$ cat src/common/lsuPkg.sv
package lsuPkg;

	//////////////////////////////////////////////////////////////////////
	// sizes
	//////////////////////////////////////////////////////////////////////
	localparam int DataWidth      = 64; // gpr width
	localparam int BlockBytes     = 16; // bytes per memory block
	localparam int BlockWidth     = 128; // bits per memory block
	localparam int NumBlocks      = 128; // 2 KiB in total
	localparam int BlockAddrWidth = 7; // block index
	localparam int OffsetWidth    = 4; // byte within block
	localparam int RegAddrWidth   = 5; // gpr number
	localparam int ImmWidth       = 16; // D-form displacement
	localparam int OpcodeWidth    = 6; // primary opcode
	localparam int FormatWidth    = 5; // format code from decode
	localparam int FormatD        = 3; // D-form
	localparam int UnitCodeWidth  = 3; // dispatch unit id
	localparam int LsuUnitCode    = 2; // this unit

	//////////////////////////////////////////////////////////////////////
	// encodings
	//////////////////////////////////////////////////////////////////////
	// odd opcodes are the with-update forms
	typedef enum logic [OpcodeWidth-1:0] {
		OpLwz  = 6'd32,
		OpLwzu = 6'd33,
		OpLbz  = 6'd34,
		OpLbzu = 6'd35,
		OpStw  = 6'd36,
		OpStwu = 6'd37,
		OpStb  = 6'd38,
		OpStbu = 6'd39,
		OpLhz  = 6'd40,
		OpLhzu = 6'd41,
		OpLha  = 6'd42,
		OpLhau = 6'd43,
		OpSth  = 6'd44,
		OpSthu = 6'd45
	} lsOpcodeE;

	typedef enum logic [1:0] {
		SizeByte = 2'd0,
		SizeHalf = 2'd1,
		SizeWord = 2'd2
	} accessSizeE;

	typedef logic [BlockWidth-1:0] blockT; // byte 0 sits at the msb end

	typedef struct packed {
		logic                      valid;
		logic                      isLoad;
		logic                      algebraic; // lha/lhau only
		logic                      update; // writes ea back to ra
		accessSizeE                size;
		logic [BlockAddrWidth-1:0] blockAddr;
		logic [OffsetWidth-1:0]    offset; // already aligned down
		logic [DataWidth-1:0]      effAddr;
		logic [RegAddrWidth-1:0]   rtAddr;
		logic [RegAddrWidth-1:0]   raAddr;
		logic [DataWidth-1:0]      storeData; // operand1, low bytes used
		blockT                     block; // memory contents at issue
	} issueT;

	typedef struct packed {
		logic                    enable;
		logic [RegAddrWidth-1:0] address;
		logic [DataWidth-1:0]    value;
	} writebackT;

	typedef struct packed {
		logic                      enable;
		logic [BlockAddrWidth-1:0] blockAddr;
		blockT                     block;
	} memWriteT;

endpackage

$ cat src/lsu/writebackStage.sv
`timescale 1ns/1ps

module writebackStage import lsuPkg::*; (
	input  logic                    clock_i,
	input  logic                    reset_i,
	input  writebackT               loadWb_i,
	input  writebackT               loadUpdWb_i,
	input  memWriteT                storeMemWrite_i,
	input  writebackT               storeUpdWb_i,
	output memWriteT                memWrite_o,
	output logic                    wb1Enable_o,
	output logic [RegAddrWidth-1:0] wb1Address_o,
	output logic [DataWidth-1:0]    wb1Value_o,
	output logic                    wb2Enable_o,
	output logic [RegAddrWidth-1:0] wb2Address_o,
	output logic [DataWidth-1:0]    wb2Value_o
);

	writebackT port1Q; // rt load result
	writebackT port2Q; // ra update
	writebackT updSel;

	// stage 2 holds one instruction, so at most one update is live
	assign updSel = loadUpdWb_i.enable ? loadUpdWb_i : storeUpdWb_i;

	// block commits at the edge that registers stage 3
	assign memWrite_o = storeMemWrite_i;

	always_ff @(posedge clock_i) begin
		port1Q <= loadWb_i;
		port2Q <= updSel;
		if (reset_i) begin
			port1Q.enable <= 1'b0;
			port2Q.enable <= 1'b0;
		end
	end

	assign wb1Enable_o  = port1Q.enable;
	assign wb1Address_o = port1Q.address;
	assign wb1Value_o   = port1Q.value;
	assign wb2Enable_o  = port2Q.enable;
	assign wb2Address_o = port2Q.address;
	assign wb2Value_o   = port2Q.value;

endmodule

$ cat config.mk
export PLATFORM = sky130hd
export DESIGN_NAME = writebackStage
export DESIGN_NICKNAME = d
export VERILOG_FILES = /design/src/common/lsuPkg.sv /design/src/lsu/writebackStage.sv
export SDC_FILE = /design/constraint.sdc
export NUM_CORES = 1
export LEC_CHECK = 0
export BUFFER_PORTS_ARGS = -buffer_cell sky130_fd_sc_hd__buf_2
export CORE_AREA = 2 2 244 246
export DETAILED_ROUTE_END_ITERATION = 10
export DIE_AREA = 0 0 246 248
export PLACE_DENSITY_LB_ADDON = 0.08
export SYNTH_ARGS = -nofsm -noshare
export SYNTH_HDL_FRONTEND = slang
export SYNTH_SLANG_ARGS = --single-unit
$ cat constraint.sdc
create_clock -name clock_i -period 0.9 [get_ports clock_i]
set_input_delay 0.09 -clock clock_i [delete_from_list [all_inputs] [get_ports clock_i]]
set_output_delay 0.09 -clock clock_i [all_outputs]
set_load 0.005 [all_outputs]
==> results of run 1 <==
## cell usage after synthesis (all sizes together)
master and n:
o21ba 1, dfxtp 140, buf 144, mux2 69, nor2b 1
## cell usage in the layout, fill, tap and decap left out, drive strengths merged
| master | n |
|---|---|
| buf | 356 |
| dlygate4sd3 | 210 |
| dfxtp | 140 |
| mux2 | 69 |
| clkbuf | 19 |
| clkinv | 5 |
| clkinvlp | 4 |
| bufinv | 2 |
| inv | 2 |
| nor2b | 1 |
| o21ba | 1 |
## cell type report
cell class / count / area [um2]
clock buffer: 19 / 442.9
clock inverter: 13 / 140.1
timing repair buffer: 566 / 4249
sequential: 140 / 2874
fill: 6560 / 48740
multi-input combinational: 71 / 1052
tap: 773 / 967.2
## metal layers
layer | vias to the layer above | wire (um) | track usage [%]
met5 | - | 0 | 0
met4 | 0 | 557 | 3.815
met3 | 32 | 2572 | 4.217
met2 | 316 | 8501 | 9.096
met1 | 1823 | 6641 | 5.606
li1 | 1890 | - | -
## registers in the layout (all words and copies together) (netlist names)
| name | cells |
|---|---|
| wb1Address_o | 5 |
| wb1Enable_o | 1 |
| wb1Value_o | 64 |
| wb2Address_o | 5 |
| wb2Enable_o | 1 |
| wb2Value_o | 64 |
## logic make-up after synthesis
family | share of synthesized area [%]
simple gates | 0.1245
compound gates | 0.1991
buf+inv | 23.32
flops | 55.75
mux | 20.61
## power groups by stage
stage | Sequential (W) | Clock, W | Combinational (W)
2_1_floorplan | 0.00692 | 0 | 0.00103
3_3_place_gp | 0.00686 | 0 | 0.00159
3_5_place_dp | 0.00685 | 0 | 0.00158
4_1_cts | 0.00674 | 0.00788 | 0.00238
5_1_grt | 0.00682 | 0.00803 | 0.00263
6_report | 0.00678 | 0.00726 | 0.00242
## repair_timing
item / CTS / global route
gates cloned: 0 / 0
buffers inserted: 0 / 0
setup endpoints to repair: 140 / 140
resized for setup: 40 / 74
endpoints found under the hold margin: 140 / 0
hold buffers: 210 / 0
## per-stage QoR
| step | util, % | cells |
|---|---|---|
| 4_1_cts | 16.17 | 1582 |
| 3_3_place_gp | 11.36 | 1340 |
| 5_1_grt | 16.64 | 1582 |
| 2_1_floorplan | - | 355 |
| 6_report | 16.64 | 1582 |
| 3_5_place_dp | 11.36 | 1340 |
## how the worst max path moves through the flow
stage | from | to | slack (ns) | depth (start not counted)
after floorplan | loadUpdWb_i[69] | wb2Address_o[3] | 0.09 | 3
after global placement | loadUpdWb_i[69] | wb2Value_o[47] | -0.15 | 3
after global routing | wb2Value_o[52] | wb2Value_o[52] | -0.18 | 1
after detailed placement | loadUpdWb_i[69] | wb2Address_o[2] | -0.14 | 3
final | wb2Value_o[52] | wb2Value_o[52] | -0.1 | 1
after CTS | wb2Value_o[52] | wb2Value_o[52] | -0.20 | 1
==> results_tabular.tex, run 1 <==
\begin{tabular}{lr}
\hline
Metric & Value \\
\hline
\multicolumn{2}{l}{\textbf{Status}} \\
\quad Status & complete, but fails checks \\
\quad Failing checks & negative setup slack \\
\multicolumn{2}{l}{\textbf{Pwr}} \\
\quad Internal power component & 0.01253 W \\
\quad Clk network pwr share & 44.1\% \\
\quad Worst vdd rail ir drop & 1.407 mV \\
\quad Proportion of total power due to net switching & 23.87\% \\
\quad Switching Power & 0.003928 W \\
\quad Areal power density over the cells & between 1500 and 2000 mW/mm2 \\
\quad Leakage power of the design & 4.432 nW \\
\quad Part of the total power dissipated in combinational logic & 14.7\% \\
\quad Post-layout power & between 0.015 and 0.02 W \\
\quad Register share of total power & slightly above 40\% \\
\multicolumn{2}{l}{\textbf{Setup path}} \\
\quad Critical path class & flip-flop to output port \\
\quad Kind of cell adding the most delay to the critical path & flip-flops \\
\quad Biggest fanout along the worst timing path & 1 \\
\quad Critical Path Slowest Stage Cell & sky130\_fd\_sc\_hd\_\_dfxtp\_2 \\
\quad Slowest stage delay, CP & between 0.3 and 0.4 ns \\
\quad Kind of end point of the critical path & output port \\
\quad Launching element type of the critical path & flip-flop \\
\quad Worst path required time & $\sim$0.81 ns \\
\quad Sum of buffers and inverters on the critical path & 1 \\
\quad Arrival time at the worst endpoint & 0.91 ns \\
\quad Chain of cells forming the critical path & buf\_6 \\
\multicolumn{2}{l}{\textbf{STA}} \\
\quad Setup repair after global routing missed its margin & true \\
\quad Hold Fails Final Rpt & 0 \\
\quad Minimum clock period after layout & 0.9981 ns \\
\quad Worst hold margin & 0.1800 ns \\
\quad Slew margin rel. & roughly four fifths \\
\quad Count of final setup violators & 140 \\
\quad Smallest setup slack after layout & -0.09813 ns \\
\quad Actual transition at the worst max-transition pin & 0.2840 ns \\
\quad Tcrit/Tclk final & 110.9\% \\
\quad Fmax & between 1000 and 1500 MHz \\
\quad Fin Setup TNS & -9.449 ns \\
\quad Final Slew Violations & 0 \\
\multicolumn{2}{l}{\textbf{Placement}} \\
\quad Port Buf Inserts & 351 \\
\quad Gpl congestion & 0.6085 \\
\quad Placed instance area & 0.006644 mm2 \\
\quad Detail Placement HPWL & 13570 um \\
\quad Worst slack at placement & -0.1403 ns \\
\multicolumn{2}{l}{\textbf{Hold path}} \\
\quad Worst hold path class & input pin to output port \\
\quad Depth of the worst hold-timing path & 0 \\
\quad Hold Path Sink & memWrite\_o[117] \\
\quad Hold Startpoint & storeMemWrite\_i[117] \\
\multicolumn{2}{l}{\textbf{Floorplanning}} \\
\quad Core box area & between 0.05 and 0.06 mm2 \\
\quad Initial standard-cell utilization of the core & 8.599\% \\
\quad Ports placed on the boundary & 624 \\
\quad Die width & 246 um \\
\quad Die outline area & 0.06101 mm2 \\
\quad Chip height & about 250 um \\
\quad Placement Rows & 89 \\
\multicolumn{2}{l}{\textbf{Detailed routing}} \\
\quad Via/cell ratio & between 2 and 3 \\
\quad Antenna-violating nets left & 0 \\
\quad DRC violation count after routing & 0 \\
\quad Vias after detailed routing & slightly above 4000 \\
\quad Violation count after the first detailed-route iteration & 45 \\
\quad Total length of routed wires & 18270 um \\
\quad Drt wl/cell & approximately 12 um \\
\quad First-pass detailed-route iteration total & 4 \\
\multicolumn{2}{l}{\textbf{Synthesis}} \\
\quad Yosys top cell area share & 55.75\% \\
\quad Flops \& latches, synth & 140 \\
\quad Post-synthesis average cell area & 14.16 um2 \\
\quad Syn\_nets & 703 \\
\quad Synth area leaders & sky130\_fd\_sc\_hd\_\_dfxtp\_1, sky130\_fd\_sc\_hd\_\_mux2\_4, sky130\_fd\_sc\_hd\_\_buf\_4 \\
\quad Sequential area share after synthesis & 55.75\% \\
\quad Combined area of all synthesized cells & 0.005027 mm2 \\
\quad YS warnings & 0 \\
\quad Dominant cell type by area after synthesis & sky130\_fd\_sc\_hd\_\_dfxtp\_1 \\
\quad Instance count of the mapped netlist & 355 \\
\quad Count of unique library cells instantiated by Yosys & 7 \\
\multicolumn{2}{l}{\textbf{Layout}} \\
\quad Net count of the finished layout & 1144 \\
\quad Fraction of layout instances using a drive strength above 1 & a little under two thirds \\
\quad Antenna Diode Count & 0 \\
\quad Synth-to-Final Area Change & 93.45\% \\
\quad Final instance area & 0.009726 mm2 \\
\multicolumn{2}{l}{\textbf{CTS}} \\
\quad Total number of clock tree sinks & 140 \\
\quad Clock root buffer master & sky130\_fd\_sc\_hd\_\_clkbuf\_16 \\
\quad Number of CTS-inserted buffers & 17 \\
\quad CTS tree & yes \\
\quad Clock transition at the registers of the reported paths & 0.06 ns \\
\quad Number of buffers on the longest clock path & 2 \\
\quad Number of levels the H-tree was split into & 4 \\
\multicolumn{2}{l}{\textbf{Job}} \\
\quad Max\_cap viols & 0 \\
\multicolumn{2}{l}{\textbf{Global routing}} \\
\quad Overflow after GRT & 0 \\
\quad Global-route wire length before repair & 25120 um \\
\quad Overall fraction of global-route tracks in use & under 10\% \\
\quad Via count of the first global-routing pass & 4230 \\
\quad Maximum number of pins on one net before global-route repair & 29 \\
\quad Antenna violations before repair & 0 \\
\hline
\end{tabular}
Note: power is estimated with default switching activity, not from simulation.
==> inputs of run 2 (changes only) <==
- CORE_AREA: 2 2 244 246 -> 2 2 240 242
- DIE_AREA: 0 0 246 248 -> 0 0 242 244
- HOLD_SLACK_MARGIN: not set -> 0.05
- REMOVE_ABC_BUFFERS: not set -> 1
- clock period: 0.9 -> 1.2 ns (I/O delays scaled with it)
==> results_tabular.tex, run 2 (synthesis results as in run 1) <==
\begin{tabular}{lr}
\hline
Metric & Value \\
\hline
\multicolumn{2}{l}{\textbf{Detailed routing}} \\
\quad Drt wl/cell & 29.86 um \\
\quad Antenna-violating nets left & 0 \\
\quad Met3 wire len & approximately 13000 um \\
\quad Total length of routed wires & 46620 um \\
\quad DRC violation count after routing & 0 \\
\quad First-pass detailed-route iteration total & 4 \\
\quad Wire length on met1 & 15490 um \\
\quad Via/cell ratio & 2.868 \\
\quad Top sig layer & met5 \\
\quad Vias after detailed routing & 4477 \\
\quad Violation count after the first detailed-route iteration & approximately 190 \\
\quad WL met2 & 17010 um \\
\multicolumn{2}{l}{\textbf{Global routing}} \\
\quad Overall fraction of global-route tracks in use & around 16\% \\
\quad Maximum number of pins on one net before global-route repair & 32 \\
\quad Global-route wire length before repair & 57030 um \\
\quad Overflow after GRT & 0 \\
\quad Via count of the first global-routing pass & 4645 \\
\quad Antenna violations before repair & 0 \\
\multicolumn{2}{l}{\textbf{Placement}} \\
\quad Detail Placement HPWL & around 39000 um \\
\quad Gpl congestion & 0.7737 \\
\quad Placed instance area & 0.006608 mm2 \\
\quad Port Buf Inserts & 351 \\
\quad Cell Count Post-Placement & around 1300 \\
\multicolumn{2}{l}{\textbf{Pwr}} \\
\quad Post-layout power & 0.01245 W \\
\quad Areal power density over the cells & 1336 mW/mm2 \\
\quad Worst vdd rail ir drop & 1.070 mV \\
\quad Leakage power of the design & 4.401 nW \\
\multicolumn{2}{l}{\textbf{CTS}} \\
\quad Number of CTS-inserted buffers & 17 \\
\quad Number of buffers on the longest clock path & 2 \\
\quad Total number of clock tree sinks & 140 \\
\quad Number of buffers inserted by post-CTS setup repair & 0 \\
\quad Number of levels the H-tree was split into & 4 \\
\quad CTS tree & yes \\
\quad Clock root buffer master & sky130\_fd\_sc\_hd\_\_clkbuf\_16 \\
\quad Clock transition at the registers of the reported paths & 0.07 ns \\
\multicolumn{2}{l}{\textbf{Layout}} \\
\quad Number of non-filler instances in the completed layout & 1561 \\
\quad Antenna Diode Count & 0 \\
\quad Final instance area & 0.009319 mm2 \\
\quad Most frequent cells in the layout & sky130\_fd\_sc\_hd\_\_buf\_2, sky130\_fd\_sc\_hd\_\_dlygate4sd3\_1, sky130\_fd\_sc\_hd\_\_dfxtp\_1 \\
\quad Fraction of layout instances using a drive strength above 1 & 56.15\% \\
\quad Synth-to-Final Area Change & 85.37\% \\
\quad Leading cell type in the layout, fill and taps excluded & sky130\_fd\_sc\_hd\_\_buf\_2 \\
\quad Net count of the finished layout & roughly 1100 \\
\multicolumn{2}{l}{\textbf{Hold path}} \\
\quad Worst hold path class & input pin to output port \\
\multicolumn{2}{l}{\textbf{STA}} \\
\quad Final Slew Violations & 0 \\
\quad Count of final setup violators & 27 \\
\quad Slew margin rel. & 80.80\% \\
\quad Smallest setup slack after layout & -0.03358 ns \\
\quad Hold Fails Final Rpt & 0 \\
\quad Actual transition at the worst max-transition pin & 0.2881 ns \\
\quad Tcrit/Tclk final & 102.8\% \\
\quad Minimum clock period after layout & roughly 1.2 ns \\
\quad Fin Setup TNS & -0.3761 ns \\
\quad Fmax & 810.6 MHz \\
\multicolumn{2}{l}{\textbf{Floorplanning}} \\
\quad Die width & 242 um \\
\quad Core box area & 0.05617 mm2 \\
\quad Initial standard-cell utilization of the core & 8.950\% \\
\quad Ports placed on the boundary & between 600 and 700 \\
\quad Die outline area & 0.05905 mm2 \\
\quad Chip height & $\sim$240 um \\
\quad Placement Rows & 87 \\
\multicolumn{2}{l}{\textbf{Setup path}} \\
\quad Most numerous cell on the critical path & sky130\_fd\_sc\_hd\_\_dlygate4sd3\_1 \\
\quad Kind of cell adding the most delay to the critical path & buffers and inverters \\
\quad Critical Path Slowest Stage Cell & sky130\_fd\_sc\_hd\_\_dlygate4sd3\_1 \\
\quad Chain of cells forming the critical path & dlygate4sd3\_1 > buf\_2 > mux2\_4 > dlygate4sd3\_1 \\
\quad Kind of end point of the critical path & flip-flop \\
\quad Worst path required time & 1.55 ns \\
\quad Biggest fanout along the worst timing path & 1 \\
\quad Launching element type of the critical path & input pin \\
\quad Arrival time at the worst endpoint & $\sim$1.6 ns \\
\quad Critical path class & input pin to flip-flop \\
\quad Slowest stage delay, CP & 0.55 ns \\
\quad Sum of buffers and inverters on the critical path & 3 \\
\multicolumn{2}{l}{\textbf{Status}} \\
\quad Failing checks & negative setup slack \\
\quad Status & complete, but fails checks \\
\multicolumn{2}{l}{\textbf{Job}} \\
\quad Max\_cap viols & 0 \\
\hline
\end{tabular}
-- run 2: what timing repair did --
item / 4_1_cts / 5_1_grt
gates resized for setup: 0 / 9
endpoints found under the setup margin: 0 / 34
hold buffers: 210 / 23
endpoints found under the hold margin: 140 / 22
-- run 2: area by class of cell --
class / instances / area, um2
clock buffer: 20 / 456.7
sequential: 140 / 2803
fill: 6383 / 46850
tap: 756 / 945.9
clock inverter: 12 / 135.1
timing repair buffer: 562 / 3926
multi-input combinational: 71 / 1052
-- run 2: final timing paths --
| check | from | end | cells after the start |
|---|---|---|---|
| worst min-delay path | storeMemWrite_i[105] | memWrite_o[105] | 0 |
| worst max-delay path | loadUpdWb_i[46] | wb2Value_o[46] | 4 |
-- run 2: where the power goes --
part	internal (W)	switching [W]	leakage, nW
registers	0.00496	0.0000762	1.18
clock network	0.00319	0.00244	0.291
logic	0.00122	0.000573	2.93
-- run 2: layer usage --
layer  up-vias  GRT usage [%]
li1       1882              -
met1      1929          13.33
met2       612          19.68
met3        42          21.44
met4        12          4.648
met5         -          10.38
-- run 2: per-stage QoR --
| stage | worst slack, ns | utilization (%) | hold WS [ns] |
|---|---|---|---|
| 6_report | -0.03358 | 16.59 | 0.2401 |
| 2_1_floorplan | 0.6919 | - | 0.1477 |
| 5_1_grt | -0.002750 | 16.59 | 0.2397 |
| 3_5_place_dp | 0.1056 | 11.76 | 0.2237 |
| 4_1_cts | 0.01006 | 16.56 | 0.2266 |
| 3_3_place_gp | 0.1045 | 11.76 | 0.2235 |
==> inputs of run 3 (changes only) <==
- ABC_AREA: not set -> 1
- CORE_AREA: 2 2 240 242 -> 2 2 243 245
- DIE_AREA: 0 0 242 244 -> 0 0 245 247
==> results_tabular.tex, run 3 <==
\begin{tabular}{lr}
\hline
Metric & Value \\
\hline
\multicolumn{2}{l}{\textbf{Job}} \\
\quad Max\_cap viols & 0 \\
\multicolumn{2}{l}{\textbf{Pwr}} \\
\quad Worst vdd rail ir drop & 1.058 mV \\
\quad Leakage power of the design & 4.440 nW \\
\quad Areal power density over the cells & 1290 mW/mm2 \\
\multicolumn{2}{l}{\textbf{Synthesis}} \\
\quad Flops \& latches, synth & 140 \\
\quad Combined area of all synthesized cells & 0.004712 mm2 \\
\quad Instance count of the mapped netlist & 503 \\
\quad Count of unique library cells instantiated by Yosys & 8 \\
\quad Dominant cell type by area after synthesis & sky130\_fd\_sc\_hd\_\_dfxtp\_1 \\
\quad Share of flip-flops with an asynchronous set or reset & 0\% \\
\quad Primary flip-flop cell chosen by synthesis mapping & sky130\_fd\_sc\_hd\_\_dfxtp\_1 \\
\quad YS warnings & 0 \\
\quad Number of enable-type register cells in the synthesized netlist & 0 \\
\quad Post-synthesis average cell area & 9.368 um2 \\
\quad Top cells by instance count after synthesis & sky130\_fd\_sc\_hd\_\_nand2\_1, sky130\_fd\_sc\_hd\_\_dfxtp\_1, sky130\_fd\_sc\_hd\_\_buf\_4, sky130\_fd\_sc\_hd\_\_buf\_2, sky130\_fd\_sc\_hd\_\_nor2\_1 \\
\quad Sequential area share after synthesis & 59.48\% \\
\quad Cell with the most instances after synthesis & sky130\_fd\_sc\_hd\_\_nand2\_1 \\
\quad Yosys top cell area share & 59.48\% \\
\quad Synth area leaders & sky130\_fd\_sc\_hd\_\_dfxtp\_1, sky130\_fd\_sc\_hd\_\_buf\_4, sky130\_fd\_sc\_hd\_\_nand2\_1 \\
\multicolumn{2}{l}{\textbf{Detailed routing}} \\
\quad Drt wl/cell & 27.62 um \\
\quad Top sig layer & met5 \\
\quad Violation count after the first detailed-route iteration & 198 \\
\quad Via/cell ratio & around 3.0 \\
\quad Vias after detailed routing & $\sim$5200 \\
\quad Met3 wire len & approximately 13000 um \\
\quad Total length of routed wires & 47900 um \\
\quad First-pass detailed-route iteration total & 4 \\
\quad WL met2 & about 18000 um \\
\quad DRC violation count after routing & 0 \\
\quad Wire length on met1 & 15330 um \\
\quad Antenna-violating nets left & 0 \\
\multicolumn{2}{l}{\textbf{Global routing}} \\
\quad Overall fraction of global-route tracks in use & between 10\% and 20\% \\
\quad Antenna violations before repair & 2 \\
\quad Via count of the first global-routing pass & 5203 \\
\quad Maximum number of pins on one net before global-route repair & 28 \\
\quad Overflow after GRT & 0 \\
\quad Global-route wire length before repair & 58710 um \\
\multicolumn{2}{l}{\textbf{Placement}} \\
\quad Detail Placement HPWL & 39240 um \\
\quad Port Buf Inserts & 351 \\
\quad Cell Count Post-Placement & 1482 \\
\quad Worst slack at placement & 0.2655 ns \\
\quad Gpl congestion & approximately 0.74 \\
\multicolumn{2}{l}{\textbf{Layout}} \\
\quad Synth-to-Final Area Change & 94.56\% \\
\quad Most frequent cells in the layout & sky130\_fd\_sc\_hd\_\_buf\_2, sky130\_fd\_sc\_hd\_\_dlygate4sd3\_1, sky130\_fd\_sc\_hd\_\_nand2\_1 \\
\quad Fraction of layout instances using a drive strength above 1 & 40.58\% \\
\quad Net count of the finished layout & 1297 \\
\quad Number of non-filler instances in the completed layout & 1734 \\
\quad Final Util & about 16\% \\
\quad Leading cell type in the layout, fill and taps excluded & sky130\_fd\_sc\_hd\_\_buf\_2 \\
\quad Antenna Diode Count & 0 \\
\multicolumn{2}{l}{\textbf{STA}} \\
\quad Slew margin rel. & 81.93\% \\
\quad Setup repair after global routing missed its margin & false \\
\quad Final Slew Violations & 0 \\
\quad Hold Fails Final Rpt & 0 \\
\quad Worst hold margin & 0.1938 ns \\
\quad Fin Setup TNS & 0 ns \\
\quad Tcrit/Tclk final & 93.26\% \\
\quad Fmax & just under 900 MHz \\
\quad Smallest setup slack after layout & 0.08089 ns \\
\quad Minimum clock period after layout & 1.119 ns \\
\quad Actual transition at the worst max-transition pin & 0.2711 ns \\
\quad Count of final setup violators & 0 \\
\multicolumn{2}{l}{\textbf{Floorplanning}} \\
\quad Ports placed on the boundary & around 620 \\
\quad Core box area & 0.05824 mm2 \\
\quad Chip height & 247 um \\
\quad Initial standard-cell utilization of the core & 8.091\% \\
\quad Die width & approximately 250 um \\
\quad Placement Rows & 89 \\
\quad Die outline area & 0.06052 mm2 \\
\multicolumn{2}{l}{\textbf{Setup path}} \\
\quad Worst path required time & $\sim$1.5 ns \\
\quad Arrival time at the worst endpoint & 1.46 ns \\
\quad Biggest fanout along the worst timing path & 1 \\
\quad Critical path class & input pin to flip-flop \\
\quad Launching element type of the critical path & input pin \\
\quad Kind of end point of the critical path & flip-flop \\
\multicolumn{2}{l}{\textbf{Hold path}} \\
\quad Worst hold path class & input pin to flip-flop \\
\quad Hold Startpoint & loadUpdWb\_i[69] \\
\quad Depth of the worst hold-timing path & 4 \\
\quad Hold Path Sink & wb2Value\_o[36] \\
\multicolumn{2}{l}{\textbf{CTS}} \\
\quad Number of buffers inserted by post-CTS setup repair & 0 \\
\quad CTS tree & yes \\
\quad Number of CTS-inserted buffers & 17 \\
\quad Clock root buffer master & sky130\_fd\_sc\_hd\_\_clkbuf\_16 \\
\quad Number of buffers on the longest clock path & 2 \\
\quad Clock transition at the registers of the reported paths & around 0.07 ns \\
\quad Number of levels the H-tree was split into & 4 \\
\quad Total number of clock tree sinks & 140 \\
\multicolumn{2}{l}{\textbf{Status}} \\
\quad Status & complete, no violations \\
\hline
\end{tabular}
## run 3: cell count changes in the layout (fill, tap and decap cells not counted), moves of 3 or more
| cell | change |
|---|---|
| sky130_fd_sc_hd__dlygate4sd3_1 | +19 |
| sky130_fd_sc_hd__nor2_1 | +3 |
| sky130_fd_sc_hd__mux2_4 | -69 |
| sky130_fd_sc_hd__nand2_1 | +207 |
| sky130_fd_sc_hd__buf_2 | +3 |
| sky130_fd_sc_hd__dlymetal6s4s_1 | -9 |
## run 3: layout make-up
type | count | area [um2]
Tap cell | 773 | 967.2
Clock buffer | 18 | 439.2
Fill cell | 6637 | 49070
Clock inverter | 13 | 92.59
Sequential cell | 140 | 2804
Multi-Input combinational cell | 210 | 788.3
Inverter | 2 | 10.01
Timing Repair Buffer | 578 | 4066
## run 3: what timing repair did
action,in CTS,in global routing
gates resized for setup,1,0
hold endpoints to repair,140,0
setup endpoints to repair,1,0
hold buffers,221,0
## run 3: routing by layer
layer | GRT usage [%] | vias up
li1 | - | 2264
met3 | 20.83 | 45
met5 | 9.886 | -
met1 | 13.38 | 2186
met2 | 20.44 | 688
met4 | 3.856 | 20
## run 3: worst max-delay path, cell delays in order
cell and delay, ns:
sky130_fd_sc_hd__dlygate4sd3_1 0.57, sky130_fd_sc_hd__buf_2 0.13, sky130_fd_sc_hd__nand2_1 0.06, sky130_fd_sc_hd__nand2_1 0.05
sky130_fd_sc_hd__dlygate4sd3_1 0.54
## run 3: cells by family after synthesis
logic type,count (synthesis),synth area share [%]
flops,140,59.48
buf+inv,153,23.79
simple gates,210,16.73
## run 3: worst max-delay path by stage
stage                         start              end  cells after the start
floorplan           loadUpdWb_i[69]  wb2Address_o[0]                      3
global placement    loadUpdWb_i[69]    wb2Value_o[4]                      5
detailed placement  loadUpdWb_i[69]  wb2Address_o[3]                      5
CTS                  wb2Value_o[26]   wb2Value_o[26]                      1
global route         wb1Value_o[36]   wb1Value_o[36]                      1
finish              storeUpdWb_i[1]    wb2Value_o[1]                      5
## run 3: report_power, final
group	internal, W	total, W	switching, W
sequential	0.00496	0.00504	0.0000777
combinational	0.00108	0.00174	0.000657
clock	0.00268	0.00506	0.00237
total	0.00873	0.0118	0.00310
## run 3: stage by stage
stage          power, W  area (um2)
4_1_cts         0.01225        9168
5_1_grt         0.01253        9168
3_5_place_dp   0.006283        6422
3_3_place_gp   0.006302        6422
2_1_floorplan  0.005367        3601
6_report        0.01183        9168
